===== src/common/dispatch_pkg.sv =====
/*
 * rename/dispatch front end shared definitions
 * sizes, tag types, FU classes, RS packet and RV32I opcodes
 */
`default_nettype none

package dispatch_pkg;

    // ==============================
    // sizes
    // ==============================
    localparam int ARCH_REGS = 32;
    localparam int PHYS_REGS = 40;
    localparam int ROB_DEPTH = 16;
    localparam int INIT_FREE = PHYS_REGS - ARCH_REGS;   // tags free after reset

    localparam int FL_PTR_W  = $clog2(INIT_FREE);
    localparam int FL_CNT_W  = $clog2(INIT_FREE + 1);
    localparam int ROB_CNT_W = $clog2(ROB_DEPTH + 1);   // holds 0..ROB_DEPTH

    typedef logic [4:0]          arch_t;
    typedef logic [5:0]          tag_t;
    typedef logic [3:0]          rob_idx_t;
    typedef logic [FL_PTR_W-1:0] fl_ptr_t;

    typedef enum logic [1:0] {
        FU_ALU    = 2'b00,
        FU_MULT   = 2'b01,
        FU_MEM    = 2'b10,
        FU_BRANCH = 2'b11
    } fu_type_e;

    // packet handed to the reservation stations
    typedef struct packed {
        fu_type_e fu_type;
        rob_idx_t rob_idx;
        tag_t     dest_tag;    // zero when no dest
        logic     has_dest;
        tag_t     src1_tag;
        logic     src1_ready;
        tag_t     src2_tag;
        logic     src2_ready;
    } rs_entry_t;

    // ==============================
    // RV32I opcodes
    // ==============================
    localparam logic [6:0] OP_LUI    = 7'b0110111;
    localparam logic [6:0] OP_AUIPC  = 7'b0010111;
    localparam logic [6:0] OP_JAL    = 7'b1101111;
    localparam logic [6:0] OP_JALR   = 7'b1100111;
    localparam logic [6:0] OP_BRANCH = 7'b1100011;
    localparam logic [6:0] OP_LOAD   = 7'b0000011;
    localparam logic [6:0] OP_STORE  = 7'b0100011;
    localparam logic [6:0] OP_IMM    = 7'b0010011;
    localparam logic [6:0] OP_REG    = 7'b0110011;

    localparam logic [6:0] F7_BASE   = 7'b0000000;
    localparam logic [6:0] F7_ALT    = 7'b0100000;   // sub / sra
    localparam logic [6:0] F7_MULDIV = 7'b0000001;   // M extension

endpackage

`default_nettype wire


===== src/common/rename_if.sv =====
/*
 * rename port between dispatch control and the map table
 */
`timescale 1ns/1ps
`default_nettype none

interface rename_if import dispatch_pkg::*; ();

    // request side
    arch_t src1_arch;
    arch_t src2_arch;
    arch_t dest_arch;
    logic  rename_en;   // write new_tag into dest_arch at the edge
    tag_t  new_tag;

    // combinational lookups of the current table
    tag_t  src1_tag;
    logic  src1_ready;
    tag_t  src2_tag;
    logic  src2_ready;
    tag_t  old_tag;     // previous mapping of dest_arch

    modport disp (
        output src1_arch, src2_arch, dest_arch, rename_en, new_tag,
        input  src1_tag, src1_ready, src2_tag, src2_ready, old_tag
    );

    modport tbl (
        input  src1_arch, src2_arch, dest_arch, rename_en, new_tag,
        output src1_tag, src1_ready, src2_tag, src2_ready, old_tag
    );

endinterface

`default_nettype wire


===== src/common/rob_alloc_if.sv =====
/*
 * ROB allocation port driven by dispatch control
 */
`timescale 1ns/1ps
`default_nettype none

interface rob_alloc_if import dispatch_pkg::*; ();

    logic     alloc_en;    // write entry at tail on the edge
    arch_t    dest_arch;
    tag_t     new_tag;
    tag_t     old_tag;
    logic     has_dest;
    rob_idx_t rob_idx;     // current tail
    logic     full;

    modport disp (output alloc_en, dest_arch, new_tag, old_tag, has_dest, input rob_idx, full);
    modport rob  (input alloc_en, dest_arch, new_tag, old_tag, has_dest, output rob_idx, full);

endinterface

`default_nettype wire


===== src/rename/free_list.sv =====
/*
 * free list of physical tags, circular FIFO
 * pops on dispatch, pushes tags released at commit
 */
`timescale 1ns/1ps
`default_nettype none

module free_list import dispatch_pkg::*; (
    input  logic clock,
    input  logic reset,
    input  logic alloc_i,          // pop head at the edge
    output tag_t head_tag_o,
    output logic empty_o,
    input  logic release_valid_i,
    input  tag_t release_tag_i
);

    tag_t                slot_q [INIT_FREE];
    fl_ptr_t             head_q;
    fl_ptr_t             tail_q;
    logic [FL_CNT_W-1:0] count_q;
    logic                do_pop;
    logic                do_push;

    function automatic fl_ptr_t fl_next(input fl_ptr_t p);
        fl_next = (p == fl_ptr_t'(INIT_FREE - 1)) ? '0 : p + 1'b1;
    endfunction

    assign empty_o    = (count_q == '0);
    assign head_tag_o = slot_q[head_q];

    assign do_pop  = alloc_i && !empty_o;
    // a push into a full ring only fits alongside a pop
    assign do_push = release_valid_i && ((count_q != FL_CNT_W'(INIT_FREE)) || do_pop);

    always_ff @(posedge clock) begin
        if (reset) begin
            for (int i = 0; i < INIT_FREE; i++)
                slot_q[i] <= tag_t'(ARCH_REGS + i);   // tags above the arch range
            head_q  <= '0;
            tail_q  <= '0;                            // ring starts full
            count_q <= FL_CNT_W'(INIT_FREE);
        end else begin
            if (do_pop)
                head_q <= fl_next(head_q);
            if (do_push) begin
                slot_q[tail_q] <= release_tag_i;
                tail_q         <= fl_next(tail_q);
            end
            case ({do_push, do_pop})
                2'b10:   count_q <= count_q + 1'b1;
                2'b01:   count_q <= count_q - 1'b1;
                default: count_q <= count_q;          // none or both
            endcase
        end
    end

endmodule

`default_nettype wire


===== src/rename/map_table.sv =====
/*
 * architectural to physical map table
 * per-tag ready bits, writeback bypass on reads
 */
`timescale 1ns/1ps
`default_nettype none

module map_table import dispatch_pkg::*; (
    input  logic     clock,
    input  logic     reset,
    rename_if.tbl    ren,
    input  logic     writeback_valid_i,
    input  tag_t     writeback_tag_i
);

    tag_t                 map_q [ARCH_REGS];
    logic [PHYS_REGS-1:0] ready_q;           // one bit per physical tag

    // x0 is hardwired, else stored bit or this cycle's writeback
    function automatic logic tag_ready(input arch_t a, input tag_t t);
        tag_ready = (a == '0) || ready_q[t] || (writeback_valid_i && (writeback_tag_i == t));
    endfunction

    // ==============================
    // lookups
    // ==============================
    always_comb begin
        ren.src1_tag   = (ren.src1_arch == '0) ? '0 : map_q[ren.src1_arch];
        ren.src2_tag   = (ren.src2_arch == '0) ? '0 : map_q[ren.src2_arch];
        ren.src1_ready = tag_ready(ren.src1_arch, ren.src1_tag);
        ren.src2_ready = tag_ready(ren.src2_arch, ren.src2_tag);
        ren.old_tag    = map_q[ren.dest_arch];   // goes to ROB as Told
    end

    // ==============================
    // updates
    // ==============================
    always_ff @(posedge clock) begin
        if (reset) begin
            for (int i = 0; i < ARCH_REGS; i++)
                map_q[i] <= tag_t'(i);            // identity mapping
            ready_q <= '1;
        end else begin
            if (writeback_valid_i)
                ready_q[writeback_tag_i] <= 1'b1;
            // later assignment wins, so a rename clear beats the writeback
            if (ren.rename_en && (ren.dest_arch != '0)) begin
                map_q[ren.dest_arch] <= ren.new_tag;
                ready_q[ren.new_tag] <= 1'b0;
            end
        end
    end

endmodule

`default_nettype wire


===== src/decoder.sv =====
/*
 * RV32I/M decoder for dispatch
 * destination flag, FU class and illegal check
 */
`timescale 1ns/1ps
`default_nettype none

module decoder import dispatch_pkg::*; (
    input  logic [31:0] inst_i,
    input  logic        valid_i,
    output logic        has_dest_o,
    output fu_type_e    fu_type_o,
    output logic        illegal_o
);

    logic [6:0] opcode;
    logic [2:0] funct3;
    logic [6:0] funct7;

    assign opcode = inst_i[6:0];
    assign funct3 = inst_i[14:12];
    assign funct7 = inst_i[31:25];

    always_comb begin
        has_dest_o = 1'b0;
        fu_type_o  = FU_ALU;
        illegal_o  = 1'b0;
        if (valid_i) begin
            case (opcode)
                OP_LUI, OP_AUIPC: has_dest_o = 1'b1;
                OP_JAL: begin
                    has_dest_o = 1'b1;           // link register
                    fu_type_o  = FU_BRANCH;
                end
                OP_JALR: begin
                    has_dest_o = 1'b1;
                    fu_type_o  = FU_BRANCH;
                    illegal_o  = (funct3 != 3'b000);
                end
                OP_BRANCH: begin
                    fu_type_o = FU_BRANCH;
                    illegal_o = (funct3 == 3'b010) || (funct3 == 3'b011);
                end
                OP_LOAD: begin
                    has_dest_o = 1'b1;
                    fu_type_o  = FU_MEM;
                    illegal_o  = (funct3 == 3'b011) || (funct3[2:1] == 2'b11);
                end
                OP_STORE: begin
                    fu_type_o = FU_MEM;
                    illegal_o = (funct3 > 3'b010);   // sb/sh/sw only
                end
                OP_IMM: begin
                    has_dest_o = 1'b1;
                    // shift amounts must have a clean upper field
                    if (funct3 == 3'b001)
                        illegal_o = (funct7 != F7_BASE);
                    else if (funct3 == 3'b101)
                        illegal_o = (funct7 != F7_BASE) && (funct7 != F7_ALT);
                end
                OP_REG: begin
                    has_dest_o = 1'b1;
                    if (funct7 == F7_MULDIV)
                        fu_type_o = FU_MULT;     // mul and div share the unit
                    else if (funct7 == F7_ALT)
                        illegal_o = (funct3 != 3'b000) && (funct3 != 3'b101);
                    else
                        illegal_o = (funct7 != F7_BASE);
                end
                default: illegal_o = 1'b1;
            endcase

            // illegal ops dispatch as plain ALU with no dest
            if (illegal_o) begin
                has_dest_o = 1'b0;
                fu_type_o  = FU_ALU;
            end
        end
    end

endmodule

`default_nettype wire


===== src/dispatch_stage.sv =====
/*
 * dispatch control, decode plus resource check and stall
 * drives rename, ROB allocation and free-list pop, builds the RS packet
 */
`timescale 1ns/1ps
`default_nettype none

module dispatch_stage import dispatch_pkg::*; (
    input  logic        inst_valid_i,
    input  logic [31:0] inst_i,
    output logic        stall_o,
    output logic        rs_valid_o,
    output rs_entry_t   rs_packet_o,
    output logic        illegal_o,
    rename_if.disp      ren,
    rob_alloc_if.disp   alloc,
    input  logic        free_empty_i,
    input  tag_t        free_tag_i,      // head of the free list
    output logic        free_alloc_o
);

    arch_t    rd;
    arch_t    rs1;
    arch_t    rs2;
    logic     dec_has_dest;
    fu_type_e dec_fu_type;
    logic     accept;
    logic     real_dest;   // writes a register other than x0

    assign rd  = inst_i[11:7];
    assign rs1 = inst_i[19:15];
    assign rs2 = inst_i[24:20];

    decoder u_decoder (
        .inst_i     (inst_i),
        .valid_i    (inst_valid_i),
        .has_dest_o (dec_has_dest),
        .fu_type_o  (dec_fu_type),
        .illegal_o  (illegal_o)
    );

    // ==============================
    // stall and accept
    // ==============================
    assign stall_o   = alloc.full || free_empty_i;   // independent of inst_valid_i
    assign accept    = inst_valid_i && !stall_o;
    assign real_dest = dec_has_dest && (rd != '0);

    assign rs_valid_o   = accept;
    assign free_alloc_o = accept && real_dest;

    // map table request
    assign ren.src1_arch = rs1;
    assign ren.src2_arch = rs2;
    assign ren.dest_arch = rd;
    assign ren.rename_en = accept && real_dest;
    assign ren.new_tag   = free_tag_i;

    // ROB record, no-dest entries carry zeros
    assign alloc.alloc_en  = accept;
    assign alloc.has_dest  = real_dest;
    assign alloc.dest_arch = real_dest ? rd : '0;
    assign alloc.new_tag   = real_dest ? free_tag_i : '0;
    assign alloc.old_tag   = real_dest ? ren.old_tag : '0;

    // ==============================
    // RS packet
    // ==============================
    always_comb begin
        rs_packet_o.fu_type    = dec_fu_type;
        rs_packet_o.rob_idx    = alloc.rob_idx;   // tail of the ROB
        rs_packet_o.has_dest   = real_dest;
        rs_packet_o.dest_tag   = real_dest ? free_tag_i : '0;
        rs_packet_o.src1_tag   = ren.src1_tag;
        rs_packet_o.src1_ready = ren.src1_ready;
        rs_packet_o.src2_tag   = ren.src2_tag;
        rs_packet_o.src2_ready = ren.src2_ready;
    end

endmodule

`default_nettype wire


===== src/rename_dispatch_top.sv =====
/*
 * rename and dispatch front end top level
 * dispatch control, map table, free list and ROB
 */
`timescale 1ns/1ps
`default_nettype none

module rename_dispatch_top import dispatch_pkg::*; (
    input  logic        clock,
    input  logic        reset,
    input  logic        inst_valid_i,
    input  logic [31:0] inst_i,
    input  logic        commit_i,
    input  logic        writeback_valid_i,
    input  tag_t        writeback_tag_i,
    output logic        stall_o,
    output logic        rs_valid_o,
    output rs_entry_t   rs_packet_o,
    output logic        illegal_o,
    output logic        commit_valid_o,
    output arch_t       commit_arch_o,
    output tag_t        commit_tag_o
);

    rename_if    ren_bus ();
    rob_alloc_if alloc_bus ();

    logic free_empty;
    tag_t free_tag;
    logic free_alloc;
    logic release_valid;   // commit of an entry with a dest
    tag_t release_tag;

    dispatch_stage u_dispatch (
        .inst_valid_i (inst_valid_i),
        .inst_i       (inst_i),
        .stall_o      (stall_o),
        .rs_valid_o   (rs_valid_o),
        .rs_packet_o  (rs_packet_o),
        .illegal_o    (illegal_o),
        .ren          (ren_bus.disp),
        .alloc        (alloc_bus.disp),
        .free_empty_i (free_empty),
        .free_tag_i   (free_tag),
        .free_alloc_o (free_alloc)
    );

    map_table u_map_table (
        .clock             (clock),
        .reset             (reset),
        .ren               (ren_bus.tbl),
        .writeback_valid_i (writeback_valid_i),
        .writeback_tag_i   (writeback_tag_i)
    );

    free_list u_free_list (
        .clock           (clock),
        .reset           (reset),
        .alloc_i         (free_alloc),
        .head_tag_o      (free_tag),
        .empty_o         (free_empty),
        .release_valid_i (release_valid),
        .release_tag_i   (release_tag)
    );

    rob u_rob (
        .clock           (clock),
        .reset           (reset),
        .alloc           (alloc_bus.rob),
        .commit_i        (commit_i),
        .commit_valid_o  (commit_valid_o),
        .commit_arch_o   (commit_arch_o),
        .commit_tag_o    (commit_tag_o),
        .release_valid_o (release_valid),
        .release_tag_o   (release_tag)
    );

endmodule

`default_nettype wire


===== src/rob.sv =====
/*
 * reorder buffer, allocation at tail and commit at head
 * commit hands the previous tag back to the free list
 */
`timescale 1ns/1ps
`default_nettype none

module rob import dispatch_pkg::*; (
    input  logic     clock,
    input  logic     reset,
    rob_alloc_if.rob alloc,
    input  logic     commit_i,
    output logic     commit_valid_o,
    output arch_t    commit_arch_o,
    output tag_t     commit_tag_o,
    output logic     release_valid_o,
    output tag_t     release_tag_o
);

    // entry payload
    arch_t e_arch     [ROB_DEPTH];
    tag_t  e_new_tag  [ROB_DEPTH];
    tag_t  e_old_tag  [ROB_DEPTH];
    logic  e_has_dest [ROB_DEPTH];

    rob_idx_t             head_q;
    rob_idx_t             tail_q;
    logic [ROB_CNT_W-1:0] count_q;
    logic                 do_alloc;
    logic                 do_commit;

    assign alloc.full    = (count_q == ROB_CNT_W'(ROB_DEPTH));
    assign alloc.rob_idx = tail_q;

    assign do_alloc  = alloc.alloc_en && !alloc.full;
    assign do_commit = commit_i && (count_q != '0);   // empty ROB ignores commit

    // head record, visible during the commit cycle
    assign commit_valid_o  = do_commit;
    assign commit_arch_o   = e_arch[head_q];
    assign commit_tag_o    = e_new_tag[head_q];
    assign release_valid_o = do_commit && e_has_dest[head_q];
    assign release_tag_o   = e_old_tag[head_q];

    always_ff @(posedge clock) begin
        if (do_alloc) begin
            e_arch[tail_q]     <= alloc.dest_arch;
            e_new_tag[tail_q]  <= alloc.new_tag;
            e_old_tag[tail_q]  <= alloc.old_tag;
            e_has_dest[tail_q] <= alloc.has_dest;
        end
    end

    always_ff @(posedge clock) begin
        if (reset) begin
            head_q  <= '0;
            tail_q  <= '0;
            count_q <= '0;
        end else begin
            if (do_alloc)
                tail_q <= tail_q + 1'b1;   // depth is a power of two
            if (do_commit)
                head_q <= head_q + 1'b1;
            case ({do_alloc, do_commit})
                2'b10:   count_q <= count_q + 1'b1;
                2'b01:   count_q <= count_q - 1'b1;
                default: count_q <= count_q;
            endcase
        end
    end

endmodule

`default_nettype wire


===== config.mk =====
export PLATFORM = sky130hd
export DESIGN_NAME = rename_dispatch_top
export DESIGN_NICKNAME = d
export VERILOG_FILES = /design/src/common/dispatch_pkg.sv /design/src/common/rename_if.sv /design/src/common/rob_alloc_if.sv /design/src/rename/free_list.sv /design/src/rename/map_table.sv /design/src/decoder.sv /design/src/dispatch_stage.sv /design/src/rename_dispatch_top.sv /design/src/rob.sv
export SDC_FILE = /design/constraint.sdc
export NUM_CORES = 1
export LEC_CHECK = 0
export ABC_AREA = 1
export BUFFER_PORTS_ARGS = -buffer_cell sky130_fd_sc_hd__buf_2
export CAP_MARGIN = 40
export CORE_MARGIN = 3
export CORE_UTILIZATION = 35
export CTS_CLUSTER_DIAMETER = 40
export CTS_CLUSTER_SIZE = 20
export DETAILED_ROUTE_END_ITERATION = 10
export PLACE_DENSITY_LB_ADDON = 0.15
export SLEW_MARGIN = 20
export SYNTH_ARGS = -nofsm -noshare
export SYNTH_HDL_FRONTEND = slang
export SYNTH_SLANG_ARGS = --single-unit

===== constraint.sdc =====
create_clock -name clock -period 7.1 [get_ports clock]
set_input_delay 0.71 -clock clock [delete_from_list [all_inputs] [get_ports clock]]
set_output_delay 0.71 -clock clock [all_outputs]
set_load 0.01 [all_outputs]

; ---- Yosys cells after proc, flatten, opt, wreduce, memory -nomap -nowiden
; Memory sizes are Yosys's and may differ from the RTL's. A register that Yosys moved wholly into a read port is not among the register bits.
; Cells that the tools add are included.
[word_totals]
reg_bits = 63
latch_bits = 0
mem_bits_rw = 528
romBits = 0
in_bits = 43
out_inout_bits = 42
n_memories = 6
[memory_table]
columns = name, words, width, read_ports, rd_ports_with_merged_regs, write_ports, line_no
row1 = u_map_table.map_q, 32, 6, 3, 0, 32, map_table.sv:16  ; tag_t map_q [ARCH_REGS];
row2 = u_rob.e_new_tag, 16, 6, 1, 1, 1, rob.sv:22  ; tag_t e_new_tag [ROB_DEPTH];
row3 = u_rob.e_old_tag, 16, 6, 1, 1, 1, rob.sv:23  ; tag_t e_old_tag [ROB_DEPTH];
row4 = u_rob.e_arch, 16, 5, 1, 1, 1, rob.sv:21  ; arch_t e_arch [ROB_DEPTH];
row5 = u_free_list.slot_q, 8, 6, 1, 1, 8, free_list.sv:18  ; tag_t slot_q [INIT_FREE];
row6 = u_rob.e_has_dest, 16, 1, 1, 1, 1, rob.sv:24  ; logic e_has_dest [ROB_DEPTH];
[op_classes]
addsub = 8
mul = 0
div_mod_pow = 0
order_cmp = 7
n_eq_ne = 28
shifts = 0
n_mux = 60
bitwise = 3
n_reduce_logical = 41
[ops]
columns = op, n
row1 = 2-to-1 mux 40 bit, 3
row2 = bitwise AND 40 bit, 1
row3 = inverter 40 bit, 1
row4 = bitwise OR 40 bit, 1
row5 = 2-to-1 mux 6 bit, 6
row6 = 2-to-1 mux 4 bit, 8
row7 = "== test 7 x 6 -> 1 bit, second input constant", 4
row8 = "less-than comparator 6 x 7 -> 1 bit, second input constant", 4
row9 = 2-to-1 mux 1 bit, 26
row10 = "== test 7 bit, second input constant", 3
row11 = logical AND 1 bit, 15
row12 = 2-to-1 mux 3 bit, 5
row13 = "== test 7 x 5 -> 1 bit, second input constant", 2
row14 = "adder 4 x 1 -> 4 bit, second input constant", 3
row15 = binary-select mux 1 bit (select 6 bit), 2
row16 = demux 1 bit (select 6 bit), 2
row17 = == test 6 bit, 2
row18 = ">= comparator 6 x 1 -> 1 bit, second input constant", 2
row19 = OR reduction 6 bit, 2
row20 = logical NOT 5 bit, 2
row21 = 2-to-1 mux 5 bit, 2
row22 = case mux 5 bit (2 select lines), 1
row23 = nonzero test 5 bit, 2
row24 = "== test 3 bit, second input constant", 3
row25 = 28 further kinds, 45

; ---- Longest topological paths before layout
[depth]
word_depth = 18
mapped_depth = 21

; ---- Modules after synthesis
; A second synthesis with hierarchy kept.
[unflattened]
cells_unflattened = 3500
area_unflattened_um2 = 31246.2
[by_module_without_submodules]
columns = mod, instances, cells_each, area_per_inst_um2, seq_area_each_um2
row1 = map_table, 1, 1998, 15055.7, 6566.3
row2 = rob, 1, 1012, 12428.2, 8988.6
row3 = free_list, 1, 322, 2890.3, 1701.6
row4 = dispatch_stage, 1, 95, 549.3, 0.0
row5 = decoder, 1, 73, 322.8, 0.0

; ---- Worst setup path before layout
; OpenSTA, ideal clock, no wires.
[synth_timing]
kind = input-to-output
start = in inst_i[21]
end = out rs_packet_o[0] (netlist name)
arrival_ns = 2.525
slack_ns = 3.865
stages = 15
n_path_buf = 4
cell_sequence = buf_4 -> buf_2 -> clkbuf_1 -> o21ai_0 -> o22ai_1 -> o21ai_0 -> nand3_1 -> nand2_1 -> nor2_1 -> inv_1 -> nand3_1 -> nand3_1 -> nand3_1 -> nand2_1 -> buf_4
[synth_lines]
columns = element, line_no
row1 = from (decl), rename_dispatch_top.sv:12  ; input logic [31:0] inst_i,
row2 = to (decl), rename_dispatch_top.sv:18  ; output rs_entry_t rs_packet_o,

==> impl_summary.md <==
Place
The number of placed instances with taps included is 4385. The post-DP HPWL is 68000 microns. During placement, the flow inserted port buffers numbering 84.

At the end of routability-driven placement, the weighted congestion stood at 0.946. Prior to clock tree synthesis, the placed netlist has a worst setup slack of 1.81 ns.

Final layout
Compared with the post-synthesis result, the final layout area differs by 16.6%. At the end of the flow the core is filled with cells to 0.413. The count of non-filler cells in the finished layout is 4559. The final-stage net count is 3397. The count of antenna diodes in the layout is 0. The fraction of layout instances using a drive strength above 1 is 0.122.

Routing
In the final routing, the length of wire on met1 measures 46300 microns. The sum of met2 wire segment lengths after detailed routing is 46200 microns. The final layout contains routed wiring with a total length of 103000 microns. In the final routed layout, each cell accounts on average for 22.6 microns.

The remaining antenna violation count after routing is 0. Summing over every cut layer, the via total after detailed routing is 25300. After detailed routing, the number of vias per cell comes to 5.54.

The routed design uses 7690 microns of met3 wire. After detailed routing, no signal wire sits above met4. The remaining design rule violation count is 0. Before antenna repair, the detailed router went through 6 iterations.

After the first detailed-routing iteration, the DRC count stood at 2832.

Critical path
The data required time at the worst endpoint is 6.39 ns. The startpoint class of the critical path is a primary input. Along the worst path, the maximum fanout reaches 64. The signal arrival time at the worst endpoint is 4.65 ns.

The worst setup path is captured at a primary output. For flop-to-flop paths, the worst setup slack is 3.44 ns. The critical path in this run is classified as in -> out.

Logic synthesis
Counting flops and latches in the post-synthesis netlist gives 598. The number of standard cells after synthesis is 3282. The share of synthesized registers carrying an async set or reset is 0.

Averaged over all synthesized cells, the footprint is 9.24 sq um. The number of distinct library cells after synthesis is 54. The most frequently used flop master after synthesis is sky130_fd_sc_hd__edfxtp_1. Yosys printed 0 warnings. The synthesized cell area is 30300 sq um.

In this run, synthesis inferred 528 flip-flops with an integrated enable. The sequential share of the synthesized area is 0.569.

Clock network
The number of hold buffers added after CTS is 0. The master cell of the clock root buffer is sky130_fd_sc_hd__clkbuf_16. The clock insertion delay at the later pin of the skew report is 0.66 ns. In this run the post-CTS setup repair buffer count came out at 0. The number of buffers added by the clock tree synthesis step is 92.

The maximum number of buffers from clock root to sink is 3. After clock tree synthesis, the repair step resized 0 gates. The number of clock sinks seen by CTS is 598. The H-tree was split into 3 levels. The CTS tree is yes. The clock transition time at the flip-flop clock pins of the worst setup and hold paths is 0.05 ns.

Timing
The hold violation total from the final report came to 0. The minimum clock period after layout is 5.36 ns. The clock arrives with 0.0265 ns of skew. The final critical-path share of the clock period is 0.755.

The final critical-path setup slack is 1.74 ns. Setup repair after global routing left no endpoint under its margin. Adding up every negative setup slack in the final design gives 0 ns.

The number of max-slew violations in the final report is 0. The tightest slew margin relative to the limit is 0.455. For the pin with the worst max-slew slack, the measured transition is 0.817 ns. The upper clock frequency limit is 187 MHz. The final setup violation count is 0.

Pwr
The share of total power dissipated in combinational logic is 0.153. Of the total power, the share spent switching nets is 0.290. The leakage power of the design is 0.0131 uW. Dividing total power by cell area gives a power density of 290 nW/um^2. After layout, the design draws a total of 10200 uW. The sequential share of power is 0.389. The net switching power is 2970 uW.

The worst-case IR drop observed on VDD is 0.000194 V. The clock share of power is 0.458. The internal power consumption is 7270 uW.

Floorplanning
The height of the chip is 300 microns. The die covers 90200 sq um. The width of the chip is 300 microns. The area of the core region is 85500 sq um. The count of pins on the block boundary is 85. After floorplanning, the core was divided into 107 placement rows.

The initial utilization of the core area, before any placement, comes to 0.354.

Global routing
The global-route wire length before repair is 154000 microns. The via count of the first global-routing pass is 23400. Entering global routing, the biggest net connects 139 pins. The overall overflow remaining after global route is 0.

The initial antenna violation count is 1. In the global route stage, overall resource usage came out at 0.224.

Run
The number of maximum-capacitance violations is 0.

Hold path
The min-delay analysis places its worst path in the category in -> reg.

Run status
The flow ran to the end, and the final reports show no timing, DRC or antenna violations.
[kinds of logic (layout without fill, tap and decap cells)]
logic type | Yosys count | after routing | share of synthesized area
AOI/OAI and AO/OA | 733 | 733 | 0.140
xor gates and xnor gates | 5 | 5 | 0.00144
adders and majority gates | 17 | 17 | 0.00751
buffers and inverters | 498 | 626 | 0.0664
DFF | 598 | 598 | 0.569
muxes | 72 | 72 | 0.0238
other | 1 | 6 | 0.000124
and+or+nand+nor | 1358 | 1358 | 0.192
[area by class of cell]
cell class                 instances  area, sq um
fill                            8365        50200
sequential                       598        17300
multi-input combinational       2191        11100
clock buffer                     104         2440
tap                             1144         1430
timing repair buffer             161         1160
inverter                         293         1100
clock inverter                    68          822
[Yosys cell counts, drive strengths merged, types with 25 or more instances]
cell type	number	area (sq um)
edfxtp	528	15900
nand4	61	403
nor2	371	1490
clkbuf	109	409
mux2i	72	721
o21ai	330	1660
inv	282	1060
nand3	261	1350
buf	96	500
o22ai	95	594
a21oi	147	736
nor3	25	130
o211ai	95	713
nand2	632	2380
dfxtp	70	1400
[critical path, stage by stage]
cell and delay (ns):
sky130_fd_sc_hd__buf_4 0.53, sky130_fd_sc_hd__buf_4 0.53, sky130_fd_sc_hd__nand2_1 0.09, sky130_fd_sc_hd__nand2_1 0.08, sky130_fd_sc_hd__nand2_1 0.04, sky130_fd_sc_hd__o21ai_1 0.09
sky130_fd_sc_hd__o21ai_0 0.09, sky130_fd_sc_hd__nor2_1 0.31, sky130_fd_sc_hd__nor2_1 0.13, sky130_fd_sc_hd__nor2_2 0.62, sky130_fd_sc_hd__clkinv_1 0.49, sky130_fd_sc_hd__nand2_1 0.18
sky130_fd_sc_hd__nand3_1 0.09, sky130_fd_sc_hd__nand3_1 0.08, sky130_fd_sc_hd__nand3_1 0.09, sky130_fd_sc_hd__nand3_1 0.17, sky130_fd_sc_hd__nand2_1 0.10, sky130_fd_sc_hd__buf_2 0.15
[per-stage QoR]
step                      hold WS, ns  area [sq um]
final                           0.368         35400
after global routing            0.403         35400
after detailed placement        0.475         32100
after CTS                       0.329         35300
after global placement          0.466         31800
after floorplan                 0.443         30300
[sequential cells by signal, summed over array words and instances (netlist names), named ones only]
signal               flops
u_rob.e_old_tag         96
u_rob.e_has_dest        16
u_rob.alloc.rob_idx      4
u_map_table.ready_q     40
u_map_table.map_q      192
u_rob.count_q            5
u_free_list.head_q       3
u_rob.head_q             4
u_free_list.slot_q      48
u_rob.e_new_tag         96
u_rob.e_arch            80
u_free_list.tail_q       3
u_free_list.count_q      4
[per-layer routing]
layer / vias to the layer above / GRT usage
li1: 11700 / -
met5: - / 0
met1: 12300 / 0.325
met4: 0 / 0.0659
met2: 1077 / 0.347
met3: 185 / 0.0361
[path summary, 6_finish.rpt]
check                                      start                     end  cells after the start
worst min register to register  u_rob.count_q[4]        u_rob.count_q[4]                      1
worst max-delay path                  inst_i[15]          rs_packet_o[7]                     18
worst min-delay path                    commit_i                register                      3
worst max register to register          register  u_map_table.ready_q[6]                     11
[power by group through the flow]
stage / sequential (uW) / combinational, uW / clock, uW
floorplan: 3990 / 1070 / 0
global route: 3990 / 1730 / 4920
global placement: 4090 / 1510 / 0
CTS: 3980 / 1570 / 4760
finish: 3980 / 1570 / 4690
detailed placement: 4050 / 1560 / 0
[cell usage in the layout (no fill, tap or decap), drive strengths merged, types with 17 or more instances in the layout]
| cell type | instances |
|---|---|
| clkbuf | 104 |
| buf | 161 |
| nand4 | 61 |
| clkinv | 44 |
| nor2 | 371 |
| dfxtp | 70 |
| o22ai | 95 |
| nand2 | 632 |
| nor3 | 25 |
| nand3 | 261 |
| o21ai | 330 |
| o211ai | 95 |
| a21oi | 147 |
| inv | 300 |
| mux2i | 72 |
| o221ai | 17 |
| edfxtp | 528 |
No activity file was read; power rests on OpenSTA's default activity.
